## src/hw/stap_defines.svh

```systemverilog
// *******************************************************************
// Build-time constants of the sTAP: sub-TAP count, IR width, IDCODE
// Included by the register package, the tap network and the top
// *******************************************************************
`ifndef STAP_DEFINES_SVH
`define STAP_DEFINES_SVH

// *******************************************************************
// Tap network size
// *******************************************************************
// Sub-TAPs behind this sTAP, two select bits each
`define STAP_NUM_TAPS 4

// *******************************************************************
// Instruction register
// *******************************************************************
`define STAP_IR_WIDTH 8

// *******************************************************************
// Identification
// *******************************************************************
// Bit 0 is one as 1149.1 requires
`define STAP_IDCODE 32'h0B41_7C0F

`endif

```

## src/hw/stap_fsm_pkg.sv

```systemverilog
// *******************************************************************
// TAP controller state encoding, shared by the FSM, top and testbench
// *******************************************************************
`default_nettype none

package stap_fsm_pkg;

   // 1149.1 style encoding
   typedef enum logic [3:0]
   {
      TLR        = 4'hF,
      RTI        = 4'hC,
      SELECT_DR  = 4'h7,
      CAPTURE_DR = 4'h6,
      SHIFT_DR   = 4'h2,
      EXIT1_DR   = 4'h1,
      PAUSE_DR   = 4'h3,
      EXIT2_DR   = 4'h0,
      UPDATE_DR  = 4'h5,
      SELECT_IR  = 4'h4,
      CAPTURE_IR = 4'hE,
      SHIFT_IR   = 4'hA,
      EXIT1_IR   = 4'h9,
      PAUSE_IR   = 4'hB,
      EXIT2_IR   = 4'h8,
      UPDATE_IR  = 4'hD
   } tap_state_t;

endpackage

`default_nettype wire

```

## src/hw/stap_reg_pkg.sv

```systemverilog
// *******************************************************************
// Register payload types of the sTAP: instruction, select, IDCODE
// *******************************************************************
`default_nettype none

`include "stap_defines.svh"

package stap_reg_pkg;

   // *******************************************************************
   // Instruction register
   // *******************************************************************
   typedef logic [`STAP_IR_WIDTH-1:0] ir_t;

   // Unlisted codes decode as bypass
   typedef enum ir_t
   {
      IR_IDCODE      = `STAP_IR_WIDTH'('h02),
      IR_TAPC_SELECT = `STAP_IR_WIDTH'('h11),
      IR_BYPASS      = {`STAP_IR_WIDTH{1'b1}}
   } ir_opcode_t;

   // Low IR bits at Capture-IR, upper bits zero
   localparam logic [1:0] IR_CAPTURE = 2'b01;

   // *******************************************************************
   // Tap network select
   // *******************************************************************
   typedef enum logic [1:0]
   {
      MODE_ISOLATED = 2'b00,
      MODE_NORMAL   = 2'b01,
      MODE_WIR_ONLY = 2'b10,  // TDO only while in the IR path
      MODE_TAP_ONLY = 2'b11
   } tapnw_mode_t;

   typedef tapnw_mode_t [`STAP_NUM_TAPS-1:0] tapc_sel_t;

   // One bit per sub-TAP
   typedef logic [`STAP_NUM_TAPS-1:0] tap_vec_t;

   typedef logic [31:0] idcode_t;

endpackage

`default_nettype wire

```

## src/hw/stap_fsm.sv

```systemverilog
// *******************************************************************
// 16-state TAP controller on tck with capture, shift, update strobes
// Strobes and the IR-path flag are decodes of the current state
// *******************************************************************
`timescale 1ns/1ps
`default_nettype none

module stap_fsm
   (
   input  logic                     tck,
   input  logic                     arst_n,
   input  logic                     tms,
   output stap_fsm_pkg::tap_state_t state,
   output logic                     capture_ir,
   output logic                     shift_ir,
   output logic                     update_ir,
   output logic                     capture_dr,
   output logic                     shift_dr,
   output logic                     update_dr,
   output logic                     ir_path,
   output logic                     tlr
   );

   stap_fsm_pkg::tap_state_t next_state;

   // *******************************************************************
   // State register
   // *******************************************************************
   always_ff @(posedge tck or negedge arst_n)
   begin
      if (!arst_n)
      begin
         state <= stap_fsm_pkg::TLR;
      end
      else
      begin
         state <= next_state;
      end
   end

   // *******************************************************************
   // Transition table
   // *******************************************************************
   always_comb
   begin
      case (state)
         stap_fsm_pkg::TLR        : next_state = tms ? stap_fsm_pkg::TLR : stap_fsm_pkg::RTI;
         stap_fsm_pkg::RTI        : next_state = tms ? stap_fsm_pkg::SELECT_DR : stap_fsm_pkg::RTI;
         // DR column
         stap_fsm_pkg::SELECT_DR  : next_state = tms ? stap_fsm_pkg::SELECT_IR : stap_fsm_pkg::CAPTURE_DR;
         stap_fsm_pkg::CAPTURE_DR : next_state = tms ? stap_fsm_pkg::EXIT1_DR : stap_fsm_pkg::SHIFT_DR;
         stap_fsm_pkg::SHIFT_DR   : next_state = tms ? stap_fsm_pkg::EXIT1_DR : stap_fsm_pkg::SHIFT_DR;
         stap_fsm_pkg::EXIT1_DR   : next_state = tms ? stap_fsm_pkg::UPDATE_DR : stap_fsm_pkg::PAUSE_DR;
         stap_fsm_pkg::PAUSE_DR   : next_state = tms ? stap_fsm_pkg::EXIT2_DR : stap_fsm_pkg::PAUSE_DR;
         stap_fsm_pkg::EXIT2_DR   : next_state = tms ? stap_fsm_pkg::UPDATE_DR : stap_fsm_pkg::SHIFT_DR;
         stap_fsm_pkg::UPDATE_DR  : next_state = tms ? stap_fsm_pkg::SELECT_DR : stap_fsm_pkg::RTI;
         // IR column, TMS high from Select-IR falls back to reset
         stap_fsm_pkg::SELECT_IR  : next_state = tms ? stap_fsm_pkg::TLR : stap_fsm_pkg::CAPTURE_IR;
         stap_fsm_pkg::CAPTURE_IR : next_state = tms ? stap_fsm_pkg::EXIT1_IR : stap_fsm_pkg::SHIFT_IR;
         stap_fsm_pkg::SHIFT_IR   : next_state = tms ? stap_fsm_pkg::EXIT1_IR : stap_fsm_pkg::SHIFT_IR;
         stap_fsm_pkg::EXIT1_IR   : next_state = tms ? stap_fsm_pkg::UPDATE_IR : stap_fsm_pkg::PAUSE_IR;
         stap_fsm_pkg::PAUSE_IR   : next_state = tms ? stap_fsm_pkg::EXIT2_IR : stap_fsm_pkg::PAUSE_IR;
         stap_fsm_pkg::EXIT2_IR   : next_state = tms ? stap_fsm_pkg::UPDATE_IR : stap_fsm_pkg::SHIFT_IR;
         stap_fsm_pkg::UPDATE_IR  : next_state = tms ? stap_fsm_pkg::SELECT_DR : stap_fsm_pkg::RTI;
         default                  : next_state = stap_fsm_pkg::TLR;
      endcase
   end

   // *******************************************************************
   // State decodes
   // *******************************************************************
   assign tlr        = (state == stap_fsm_pkg::TLR);
   assign capture_ir = (state == stap_fsm_pkg::CAPTURE_IR);
   assign shift_ir   = (state == stap_fsm_pkg::SHIFT_IR);
   assign update_ir  = (state == stap_fsm_pkg::UPDATE_IR);
   assign capture_dr = (state == stap_fsm_pkg::CAPTURE_DR);
   assign shift_dr   = (state == stap_fsm_pkg::SHIFT_DR);
   assign update_dr  = (state == stap_fsm_pkg::UPDATE_DR);

   // Select-IR through Update-IR
   assign ir_path = state inside {stap_fsm_pkg::SELECT_IR, stap_fsm_pkg::CAPTURE_IR,
                                  stap_fsm_pkg::SHIFT_IR,  stap_fsm_pkg::EXIT1_IR,
                                  stap_fsm_pkg::PAUSE_IR,  stap_fsm_pkg::EXIT2_IR,
                                  stap_fsm_pkg::UPDATE_IR};

endmodule

`default_nettype wire

```

## src/hw/stap_shift_reg.sv

```systemverilog
// *******************************************************************
// Capture/shift/update scan register, payload chosen by type parameter
// Shifts in at the MSB, serial output is the LSB
// *******************************************************************
`timescale 1ns/1ps
`default_nettype none

module stap_shift_reg
   #(
   parameter type payload_t = logic [7:0]
   )
   (
   input  logic     tck,
   input  logic     arst_n,
   input  logic     si,
   input  logic     capture,
   input  logic     shift,
   input  logic     update,
   input  logic     tlr,
   input  payload_t capture_val,
   input  payload_t reset_val,
   output logic     so,
   output payload_t data
   );

   localparam int unsigned WIDTH = $bits(payload_t);

   logic [WIDTH-1:0] shift_q;
   payload_t         update_q;

   // *******************************************************************
   // Shift stage
   // *******************************************************************
   always_ff @(posedge tck or negedge arst_n)
   begin
      if (!arst_n)
      begin
         shift_q <= reset_val;
      end
      else if (tlr)
      begin
         shift_q <= reset_val;
      end
      else if (capture)
      begin
         shift_q <= capture_val;
      end
      else if (shift)
      begin
         // New bit enters at the top
         shift_q <= {si, shift_q[WIDTH-1:1]};
      end
   end

   // *******************************************************************
   // Update stage
   // *******************************************************************
   always_ff @(posedge tck or negedge arst_n)
   begin
      if (!arst_n)
      begin
         update_q <= reset_val;
      end
      else if (tlr)
      begin
         update_q <= reset_val;
      end
      else if (update)
      begin
         update_q <= payload_t'(shift_q);
      end
   end

   assign so   = shift_q[0];
   assign data = update_q;

endmodule

`default_nettype wire

```

## src/hw/stap_tapnw.sv

```systemverilog
// *******************************************************************
// Tap network control, turns each sub-TAP select pair into enables
// Purely combinational, select_ir comes from the falling-edge flag
// *******************************************************************
`timescale 1ns/1ps
`default_nettype none

`include "stap_defines.svh"

module stap_tapnw
   (
   input  logic                    select_ir,
   input  stap_reg_pkg::tapc_sel_t tapc_select,
   output stap_reg_pkg::tap_vec_t  enabletap,
   output stap_reg_pkg::tap_vec_t  enabletdo
   );

   // *******************************************************************
   // Per sub-TAP decode
   // *******************************************************************
   for (genvar j = 0; j < `STAP_NUM_TAPS; j++)
   begin : g_tap
      // Any mode but isolated clocks the sub-TAP
      assign enabletap[j] = (tapc_select[j] != stap_reg_pkg::MODE_ISOLATED);

      // Normal always drives TDO
      // WIR-only drives it while the sTAP sits in the IR path
      // TAP-only never does
      assign enabletdo[j] = (tapc_select[j] == stap_reg_pkg::MODE_NORMAL) |
                            ((tapc_select[j] == stap_reg_pkg::MODE_WIR_ONLY) & select_ir);
   end

endmodule

`default_nettype wire

```

## src/hw/stap_top.sv

```systemverilog
// *******************************************************************
// sTAP top: TAP FSM, IR, IDCODE, bypass, tap network select and TDO
// tms/tdi sampled on rising tck, tdo/tdo_en launched on falling tck
// *******************************************************************
`timescale 1ns/1ps
`default_nettype none

`include "stap_defines.svh"

module stap_top
   (
   input  logic                   tck,
   input  logic                   arst_n,
   input  logic                   tms,
   input  logic                   tdi,
   output logic                   tdo,
   output logic                   tdo_en,
   output stap_reg_pkg::tap_vec_t enabletap,
   output stap_reg_pkg::tap_vec_t enabletdo
   );

   // *******************************************************************
   // Internal signals
   // *******************************************************************
   stap_fsm_pkg::tap_state_t state;
   logic capture_ir, shift_ir, update_ir;
   logic capture_dr, shift_dr, update_dr;
   logic ir_path, tlr;

   stap_reg_pkg::ir_t       ir_data;
   stap_reg_pkg::tapc_sel_t sel_data;
   logic ir_so, id_so, sel_so;

   logic sel_idcode, sel_tapc, sel_bypass;
   logic bypass_q;
   logic ir_path_neg;
   logic tdo_mux;

   // *******************************************************************
   // Controller
   // *******************************************************************
   stap_fsm u_fsm (
      .tck        (tck),
      .arst_n     (arst_n),
      .tms        (tms),
      .state      (state),
      .capture_ir (capture_ir),
      .shift_ir   (shift_ir),
      .update_ir  (update_ir),
      .capture_dr (capture_dr),
      .shift_dr   (shift_dr),
      .update_dr  (update_dr),
      .ir_path    (ir_path),
      .tlr        (tlr)
   );

   // Instruction register, captures 0..01
   stap_shift_reg #(.payload_t(stap_reg_pkg::ir_t)) u_ir (
      .tck         (tck),
      .arst_n      (arst_n),
      .si          (tdi),
      .capture     (capture_ir),
      .shift       (shift_ir),
      .update      (update_ir),
      .tlr         (tlr),
      .capture_val (stap_reg_pkg::ir_t'(stap_reg_pkg::IR_CAPTURE)),
      .reset_val   (stap_reg_pkg::IR_IDCODE),
      .so          (ir_so),
      .data        (ir_data)
   );

   // *******************************************************************
   // Instruction decode, unknown codes fall into bypass
   // *******************************************************************
   assign sel_idcode = (ir_data == stap_reg_pkg::IR_IDCODE);
   assign sel_tapc   = (ir_data == stap_reg_pkg::IR_TAPC_SELECT);
   assign sel_bypass = !(sel_idcode || sel_tapc);

   // IDCODE is read-only, no update stage in use
   stap_shift_reg #(.payload_t(stap_reg_pkg::idcode_t)) u_idcode (
      .tck         (tck),
      .arst_n      (arst_n),
      .si          (tdi),
      .capture     (capture_dr & sel_idcode),
      .shift       (shift_dr & sel_idcode),
      .update      (1'b0),
      .tlr         (tlr),
      .capture_val (`STAP_IDCODE),
      .reset_val   (`STAP_IDCODE),
      .so          (id_so),
      .data        ()
   );

   // Select register, captures its current setting
   stap_shift_reg #(.payload_t(stap_reg_pkg::tapc_sel_t)) u_tapc_sel (
      .tck         (tck),
      .arst_n      (arst_n),
      .si          (tdi),
      .capture     (capture_dr & sel_tapc),
      .shift       (shift_dr & sel_tapc),
      .update      (update_dr & sel_tapc),
      .tlr         (tlr),
      .capture_val (sel_data),
      .reset_val   ('{default: stap_reg_pkg::MODE_ISOLATED}),
      .so          (sel_so),
      .data        (sel_data)
   );

   // Bypass bit
   always_ff @(posedge tck or negedge arst_n)
   begin
      if (!arst_n)
      begin
         bypass_q <= 1'b0;
      end
      else if (capture_dr && sel_bypass)
      begin
         bypass_q <= 1'b0;
      end
      else if (shift_dr && sel_bypass)
      begin
         bypass_q <= tdi;
      end
   end

   // *******************************************************************
   // TDO select and falling-edge stage
   // *******************************************************************
   assign tdo_mux = ir_path    ? ir_so :
                    sel_idcode ? id_so :
                    sel_tapc   ? sel_so : bypass_q;

   always_ff @(negedge tck or negedge arst_n)
   begin
      if (!arst_n)
      begin
         ir_path_neg <= 1'b0;
         tdo         <= 1'b0;
         tdo_en      <= 1'b0;
      end
      else
      begin
         ir_path_neg <= ir_path;
         tdo         <= tdo_mux;
         // Drive only in the half cycle after a shift state
         tdo_en      <= (state == stap_fsm_pkg::SHIFT_IR) ||
                        (state == stap_fsm_pkg::SHIFT_DR);
      end
   end

   // Sub-TAP enables
   stap_tapnw u_tapnw (
      .select_ir   (ir_path_neg),
      .tapc_select (sel_data),
      .enabletap   (enabletap),
      .enabletdo   (enabletdo)
   );

endmodule

`default_nettype wire

```

## config.mk

```make
export PLATFORM = sky130hd
export DESIGN_NAME = stap_top
export DESIGN_NICKNAME = d
export VERILOG_FILES = /design/src/hw/stap_fsm_pkg.sv /design/src/hw/stap_reg_pkg.sv /design/src/hw/stap_fsm.sv /design/src/hw/stap_shift_reg.sv /design/src/hw/stap_tapnw.sv /design/src/hw/stap_top.sv
export VERILOG_INCLUDE_DIRS = /design/src /design/src/hw
export SDC_FILE = /design/constraint.sdc
export NUM_CORES = 1
export LEC_CHECK = 0
export ABC_AREA = 1
export BUFFER_PORTS_ARGS = -buffer_cell sky130_fd_sc_hd__buf_4
export CAP_MARGIN = 20
export CORE_MARGIN = 5
export CORE_UTILIZATION = 50
export DETAILED_ROUTE_END_ITERATION = 12
export PLACE_DENSITY = 0.71
export SYNTH_ARGS = -nofsm -noshare
export SYNTH_HDL_FRONTEND = slang
export SYNTH_SLANG_ARGS = --single-unit
export TNS_END_PERCENT = 30
```

## constraint.sdc

```tcl
create_clock -name tck -period 2 [get_ports tck]
set_input_delay 0.5 -clock tck [delete_from_list [all_inputs] [get_ports tck]]
set_output_delay 0.5 -clock tck [all_outputs]
set_load 0.05 [all_outputs]
```

# After elaboration in Yosys (flattened, before gate mapping)
# Cells that the tools add are included.
# Widths: inputs -> output; s select.
dict set report totals {
  input_bits 4
  reg_bits 72
  out_inout_bits 10
}
dict set report classes {
  n_bitwise 13
  eq_ne 25
  mux 31
  n_reduce_logical 20
}
# operator count
set ops {}
lappend ops {{$mux 32} 3}
lappend ops {{$mux 8} 10}
lappend ops {{$pmux 4 s12} 1}
lappend ops {{$eq 4x4->1 const B} 8}
lappend ops {{$eq 4x3->1 const B} 4}
lappend ops {{$reduce_bool 2->1} 7}
lappend ops {{$mux 2} 6}
lappend ops {{$mux 3} 4}
lappend ops {{$and 1x1->1} 9}
lappend ops {{$reduce_bool 3->1} 3}
lappend ops {{$eq 2x1->1 const B} 4}
lappend ops {{$eq 2x2->1 const B} 4}
lappend ops {{$eq 4x2->1 const B} 2}
lappend ops {{$eq 8x2->1 const B} 1}
lappend ops {{$eq 8x5->1 const B} 1}
lappend ops {{$reduce_bool 7->1} 1}
lappend ops {{$mux 1} 6}
lappend ops {{$eq 4x1->1 const B} 1}
lappend ops {{$logic_not 4->1} 1}
lappend ops {{$mux 4} 1}
lappend ops {{$or 1x1->1} 4}
lappend ops {{$reduce_or 2->1} 2}
lappend ops {{$reduce_or 3->1} 1}
lappend ops {{$logic_and 1x1->1} 2}
lappend ops {{other kinds (2)} 3}

# Depth between registers and ports, before layout
# Gate-level depths: netlist of run 1.
dict set report logic_depth {
  word_depth 6
  ltp_mapped 9
}

==> results of run 1 <==
-- per-stage QoR --
step           utilization  instances  instance area (sq um)  power, mW
2_1_floorplan            -        418                   3410       3.96
3_3_place_gp         0.593        531                   3810       4.75
3_5_place_dp         0.593        531                   3810       4.82
4_1_cts              0.637        548                   4090       6.22
5_1_grt              0.637        548                   4090       6.69
6_report             0.637        548                   4090       6.20
-- timing repair --
item | CTS | global route
hold buffers | 1 | 0
pin swaps | 2 | 4
gates resized for setup | 11 | 3
endpoints found under the hold margin | 1 | 0
buffers inserted | 0 | 0
endpoints found under the setup margin | 9 | 9
-- sequential cells by signal, indices dropped and copies added (netlist names) --
signal              cells
u_fsm.state             4
u_idcode.shift_q       32
ir_path_neg             1
tdo_en                  1
u_ir.shift_q            8
u_tapc_sel.shift_q      8
bypass_q                1
u_ir.data               8
u_tapc_sel.data         8
tdo                     1
-- critical path, delay by kind of cell (launching register included) --
kind,cells,cell delay (ps)
AND/OR/NAND/NOR,1,130
buffers and inverters,1,170
AO/OA/AOI/OAI,1,80
flip-flops,1,450
-- routing by layer --
layer | wire [um] | share of wire
met1 | 3400 | 0.47
met2 | 3470 | 0.48
met3 | 285 | 0.039
met4 | 76 | 0.011
met5 | 0 | 0
-- synthesized netlist by cell type, drive strengths merged --
library cell / number / share of area
or2: 6 / 0.011
nor2: 33 / 0.047
dfrtn: 3 / 0.023
nand3: 24 / 0.036
clkbuf: 2 / 0.0023
dfstp: 20 / 0.16
o21ai: 38 / 0.057
a21oi: 9 / 0.014
nand3b: 1 / 0.0023
o221ai: 1 / 0.0026
o2111ai: 1 / 0.0026
nand2: 157 / 0.18
dfrtp: 49 / 0.37
nand4: 6 / 0.011
o211ai: 5 / 0.011
buf: 8 / 0.013
inv: 52 / 0.059
o22ai: 3 / 0.0056
-- final timing paths --
| path | start | endpoint | slack [ps] | depth (start not counted) |
|---|---|---|---|---|
| min in group asynchronous | arst_n | bypass_q | 500 | 2 |
| setup reg to reg | u_fsm.state[2] | tdo | -330 | 7 |
| setup / recovery | ir_path_neg | enabletdo[3] | -660 | 3 |
| hold / removal | tms | u_fsm.state[0] | 400 | 3 |
| hold reg to reg | u_idcode.shift_q[12] | u_idcode.shift_q[12] | 460 | 2 |
| max in group asynchronous | arst_n | tdo | 440 | 2 |
-- final cells by class --
type / instances / area (sq um) / share of cell area
clock buffers: 10 / 138 / 0.0336
clock inverters: 6 / 90.1 / 0.0220
inverters: 52 / 195 / 0.0477
multi-input cells: 284 / 1340 / 0.328
flip-flops and latches: 72 / 1830 / 0.446
well taps: 77 / 96.3 / 0.0235
repair buffers: 47 / 403 / 0.0985
-- cells by family (layout without fill, tap and decap cells) --
kind of cell	count (synthesis)	count (layout)	synth area share
buffers and inverters	62	115	0.0736
flip-flops	72	72	0.548
AO/OA/AOI/OAI	57	57	0.0928
AND/OR/NAND/NOR	227	227	0.285
-- power groups by stage --
stage          logic [mW]  clock network [mW]  registers [mW]
4_1_cts              2.51                1.34            2.37
2_1_floorplan        1.58                   0            2.37
5_1_grt              2.86                1.41            2.42
3_3_place_gp         2.39                   0            2.36
3_5_place_dp         2.45                   0            2.37
6_report             2.52                1.31            2.37
==> results.json, run 1 <==
{
  "seq_area_frac_synth": 0.548,
  "crit_path_end_kind": "output pin",
  "p_switching_mw": 2.37,
  "io_buffers": 13,
  "cts_buffer_depth": 2,
  "rows": 29,
  "n_antenna_cell": 0,
  "setup_viol": 9,
  "violations": "negative setup slack",
  "grt_max_degree": 44,
  "power_density_nw_per_um2": 1510,
  "drtAntennaViolNets": 0,
  "hpwlAfterDp_mm": 5.03,
  "final_common_cell": "nand2_1",
  "cts_made_buffers": 9,
  "grt_pass1_vias": 2690,
  "pwr-share-comb": 0.406,
  "rsz0062_at_grt": "true",
  "final.setup.worst_slack_ps": -662,
  "pwr-share-clk": 0.212,
  "io_pins": 14,
  "antenna_found_initial": 0,
  "tritoncts": "built",
  "irDropWorstVdd_v": 0.000680,
  "slew_headroom": 0.647,
  "grt_usage": 0.188,
  "slowest_delay_ps": 450,
  "synth.avg_cell_area_sq_um": 7.97,
  "startpoint_type": "flip-flop",
  "dieArea_sq_um": 8400,
  "setup_tns_ps": -4040,
  "preCtsSetupSlack_ps": -351,
  "met1_usage": 0.265,
  "crit_chain": "nand3_1 > o21ai_4 > buf_6",
  "drc": 0,
  "die_w_um": 91.6,
  "drt_iter0_markers": 156,
  "clock_sinks": 72,
  "die_h_um": 91.6,
  "grt_first_pass_wirelength_mm": 12.7,
  "drive_above_1_share": 0.242,
  "drtPass1Iterations": 5,
  "cts_root_buffer": "clkbuf_8",
  "nFillCells": 543,
  "outcome": "complete, but fails checks",
  "clk_latency_ps": 350,
  "synth_cells": 418,
  "core_region_area_sq_um": 6420,
  "syn_nets": 422,
  "wl_per_cell_um": 13.2,
  "routed_wl_mm": 7.22,
  "synth_seq_cells": 72,
  "p_int_mw": 3.82,
  "htreeDepth": 3,
  "syn2layout_area_growth_pct": 22.8,
  "cap_violations": 0,
  "gp_congestion": 0.824,
  "yosys_warnings": 0,
  "p_leak_nw": 2.17,
  "final_cell_mix": "nand2_1, dfrtp_1, inv_1",
  "path_class": "reg -> out",
  "critPathRequiredTime_ps": 1500,
  "use_met2": 0.293,
  "cp_max_fo": 4,
  "worst_slew_pin_slew_ps": 529,
  "cpMaxStageDelayCell": "dfrtn_1",
  "finalNetCount": 470,
  "swShare": 0.383,
  "finalMaxSlewViolations": 0,
  "holdWs_ps": 397,
  "ys_types": 24,
  "seqPwrFrac": 0.383,
  "use_met3": 0.0270,
  "viasPerCell": 5.16,
  "clk_pin_slew_ps": 80,
  "grt-busiest-layer": "met2",
  "holdCritPathClass": "in -> reg",
  "syn-cell-area_sq_um": 3330,
  "num_vias": 2826,
  "overflow": 0,
  "fin_skew_ps": 20.1,
  "worstPathArrival_ps": 2160,
  "finalHoldViolCount": 0,
  "start_util": 0.519
}
Note: power is estimated with default switching activity, not from simulation.
==> run 2: changes to the inputs <==
- ABC_AREA: 1 -> unset
- SETUP_SLACK_MARGIN: unset -> 0.4
==> results.json, run 2 <==
{
  "syn-cell-area_sq_um": 3390,
  "async_flop_share": 1.00,
  "synth_cells": 355,
  "final.setup.worst_slack_ps": -779,
  "p_switching_mw": 2.34,
  "die_w_um": 92.3,
  "seqPwrFrac": 0.350,
  "cap_violations": 0,
  "slew_headroom": 0.632,
  "synth.avg_cell_area_sq_um": 9.54,
  "grt_pass1_vias": 2733,
  "path_buf_inv": 2,
  "synth_seq_cells": 72,
  "yosysTopAreaCellShare": 0.362,
  "holdCritPathClass": "in -> async",
  "preCtsSetupSlack_ps": -558,
  "htreeDepth": 3,
  "synth_commonest_cells": "dfrtp_1, nand2_1, nor2_1, o21ai_0, clkbuf_1",
  "synth_edf_count": 0,
  "outcome": "complete, but fails checks",
  "largest_register_ffs": 32,
  "drive_above_1_share": 0.395,
  "grt_usage": 0.203,
  "worstPathArrival_ps": 2280,
  "syn2layout_area_growth_pct": 33.6,
  "synth_area_leaders": "dfrtp_1, dfstp_2, nand2_1",
  "cts_buffer_depth": 2,
  "setup_viol": 41,
  "ys_types": 42,
  "core_region_area_sq_um": 6680,
  "dpl_cell_area_sq_um": 3820,
  "routed_wl_mm": 8.29,
  "yosys.area.top_type": "dfrtp_1",
  "pwr-share-comb": 0.442,
  "gp_congestion": 0.763,
  "fin_cells": 480,
  "tritoncts": "built",
  "grt_max_degree": 34,
  "start_util": 0.507,
  "clk_pin_slew_ps": 80,
  "irDropWorstVdd_v": 0.000918,
  "hpwlAfterDp_mm": 4.63,
  "critPathRequiredTime_ps": 1500,
  "overflow": 0,
  "yosys_warnings": 0,
  "rsz0062_at_grt": "true",
  "cp_max_fo": 4,
  "die_h_um": 92.3,
  "fin_skew_ps": 22.1,
  "violations": "negative setup slack",
  "finalMaxSlewViolations": 0,
  "path_class": "reg -> out",
  "final_cell_mix": "nand2_1, dfrtp_1, nor2_1",
  "regMostFlops": "u_idcode.shift_q",
  "drtAntennaViolNets": 0,
  "clock_sinks": 72,
  "startpoint_type": "flip-flop",
  "slowest_delay_ps": 480,
  "pwr-share-clk": 0.208,
  "cts_made_buffers": 9,
  "drtPass1Iterations": 4,
  "final_common_cell": "nand2_1",
  "synth_ff_type": "dfrtp_1",
  "worstSetupPathDepth": 4,
  "p_int_mw": 3.99,
  "finalPower_mw": 6.33,
  "viasPerCell": 5.90,
  "cts_root_buffer": "clkbuf_8",
  "p_leak_nw": 1.92,
  "syn_nets": 359,
  "r2r_setup_slack_ps": -610,
  "fin_area_sq_um": 4520,
  "finalHoldViolCount": 0,
  "antenna_found_initial": 0,
  "swShare": 0.370,
  "drt_iter0_markers": 118,
  "wl_per_cell_um": 17.3,
  "seq_area_frac_synth": 0.540,
  "nFillCells": 462,
  "cpLargestDelayFamily": "flip-flops",
  "n_antenna_cell": 0,
  "reg2regPathDepth": 4,
  "grt_first_pass_wirelength_mm": 13.7,
  "clk_latency_ps": 350,
  "io_buffers": 13,
  "finalNetCount": 399,
  "drc": 0,
  "crit_chain": "buf_4 > nand3_2 > o21ai_4 > buf_6",
  "cpMaxStageDelayCell": "dfrtn_1",
  "num_vias": 2834,
  "worst_slew_pin_slew_ps": 550,
  "power_density_nw_per_um2": 1400,
  "crit_path_end_kind": "output pin",
  "io_pins": 14,
  "rows": 30,
  "dp_cells": 452,
  "dieArea_sq_um": 8520
}
-- run 2: final timing paths --
check	from	end
max	ir_path_neg	enabletdo[2]
min	arst_n	u_ir.data[0]
max reg2reg	u_ir.data[1]	tdo
min reg2reg	u_ir.data[6]	u_ir.data[6]
max in group asynchronous	arst_n	tdo
min in group tck	tms	u_fsm.state[3]
-- run 2: routing by layer --
metal  vias up  track usage  share of wire
met1      1407        0.260           0.43
met3        18       0.0366          0.039
met5         -            0              0
met4         0       0.0941          0.021
met2        82        0.333           0.51
li1       1327            -              -
-- run 2: power groups by stage --
stage / Sequential, mW / Clock (mW) / Combinational (mW)
2_1_floorplan: 2.15 / 0 / 1.49
3_3_place_gp: 2.17 / 0 / 1.96
3_5_place_dp: 2.19 / 0 / 2.01
4_1_cts: 2.18 / 1.35 / 2.49
5_1_grt: 2.26 / 1.42 / 2.99
6_report: 2.21 / 1.32 / 2.80
-- run 2: through the flow --
| step | utilization | setup TNS (ps) | hold WS [ps] |
|---|---|---|---|
| 2_1_floorplan | - | -2780 | 204 |
| 3_3_place_gp | 0.572 | -8140 | 354 |
| 3_5_place_dp | 0.572 | -9470 | 355 |
| 4_1_cts | 0.651 | -7440 | 222 |
| 5_1_grt | 0.677 | -12290 | 242 |
| 6_report | 0.677 | -10550 | 212 |
-- run 2: cell families after synthesis --
family                 after synthesis  share of synthesized area
AO/OA/AOI/OAI                       82                      0.156
flip-flops                          72                      0.540
multiplexers                         5                     0.0163
AND/OR/NAND/NOR                    163                      0.242
buffers and inverters               33                     0.0458
-- run 2: final cells by class --
type / count / area, sq um / share of cell area
clock buffers: 11 / 151 / 0.0335
clock inverters: 5 / 78.8 / 0.0174
inverters: 5 / 18.8 / 0.00415
multi-input cells: 253 / 1760 / 0.389
flip-flops and latches: 72 / 1830 / 0.405
well taps: 80 / 100 / 0.0221
repair buffers: 54 / 582 / 0.129
-- run 2: what timing repair did --
action | 4_1_cts | 5_1_grt
endpoints found under the setup margin | 77 | 67
hold buffers | 1 | 0
setup buffers | 1 | 5
resized for setup | 50 | 29
pin swaps | 9 | 8
hold endpoints to repair | 8 | 0
gates cloned | 4 | 1
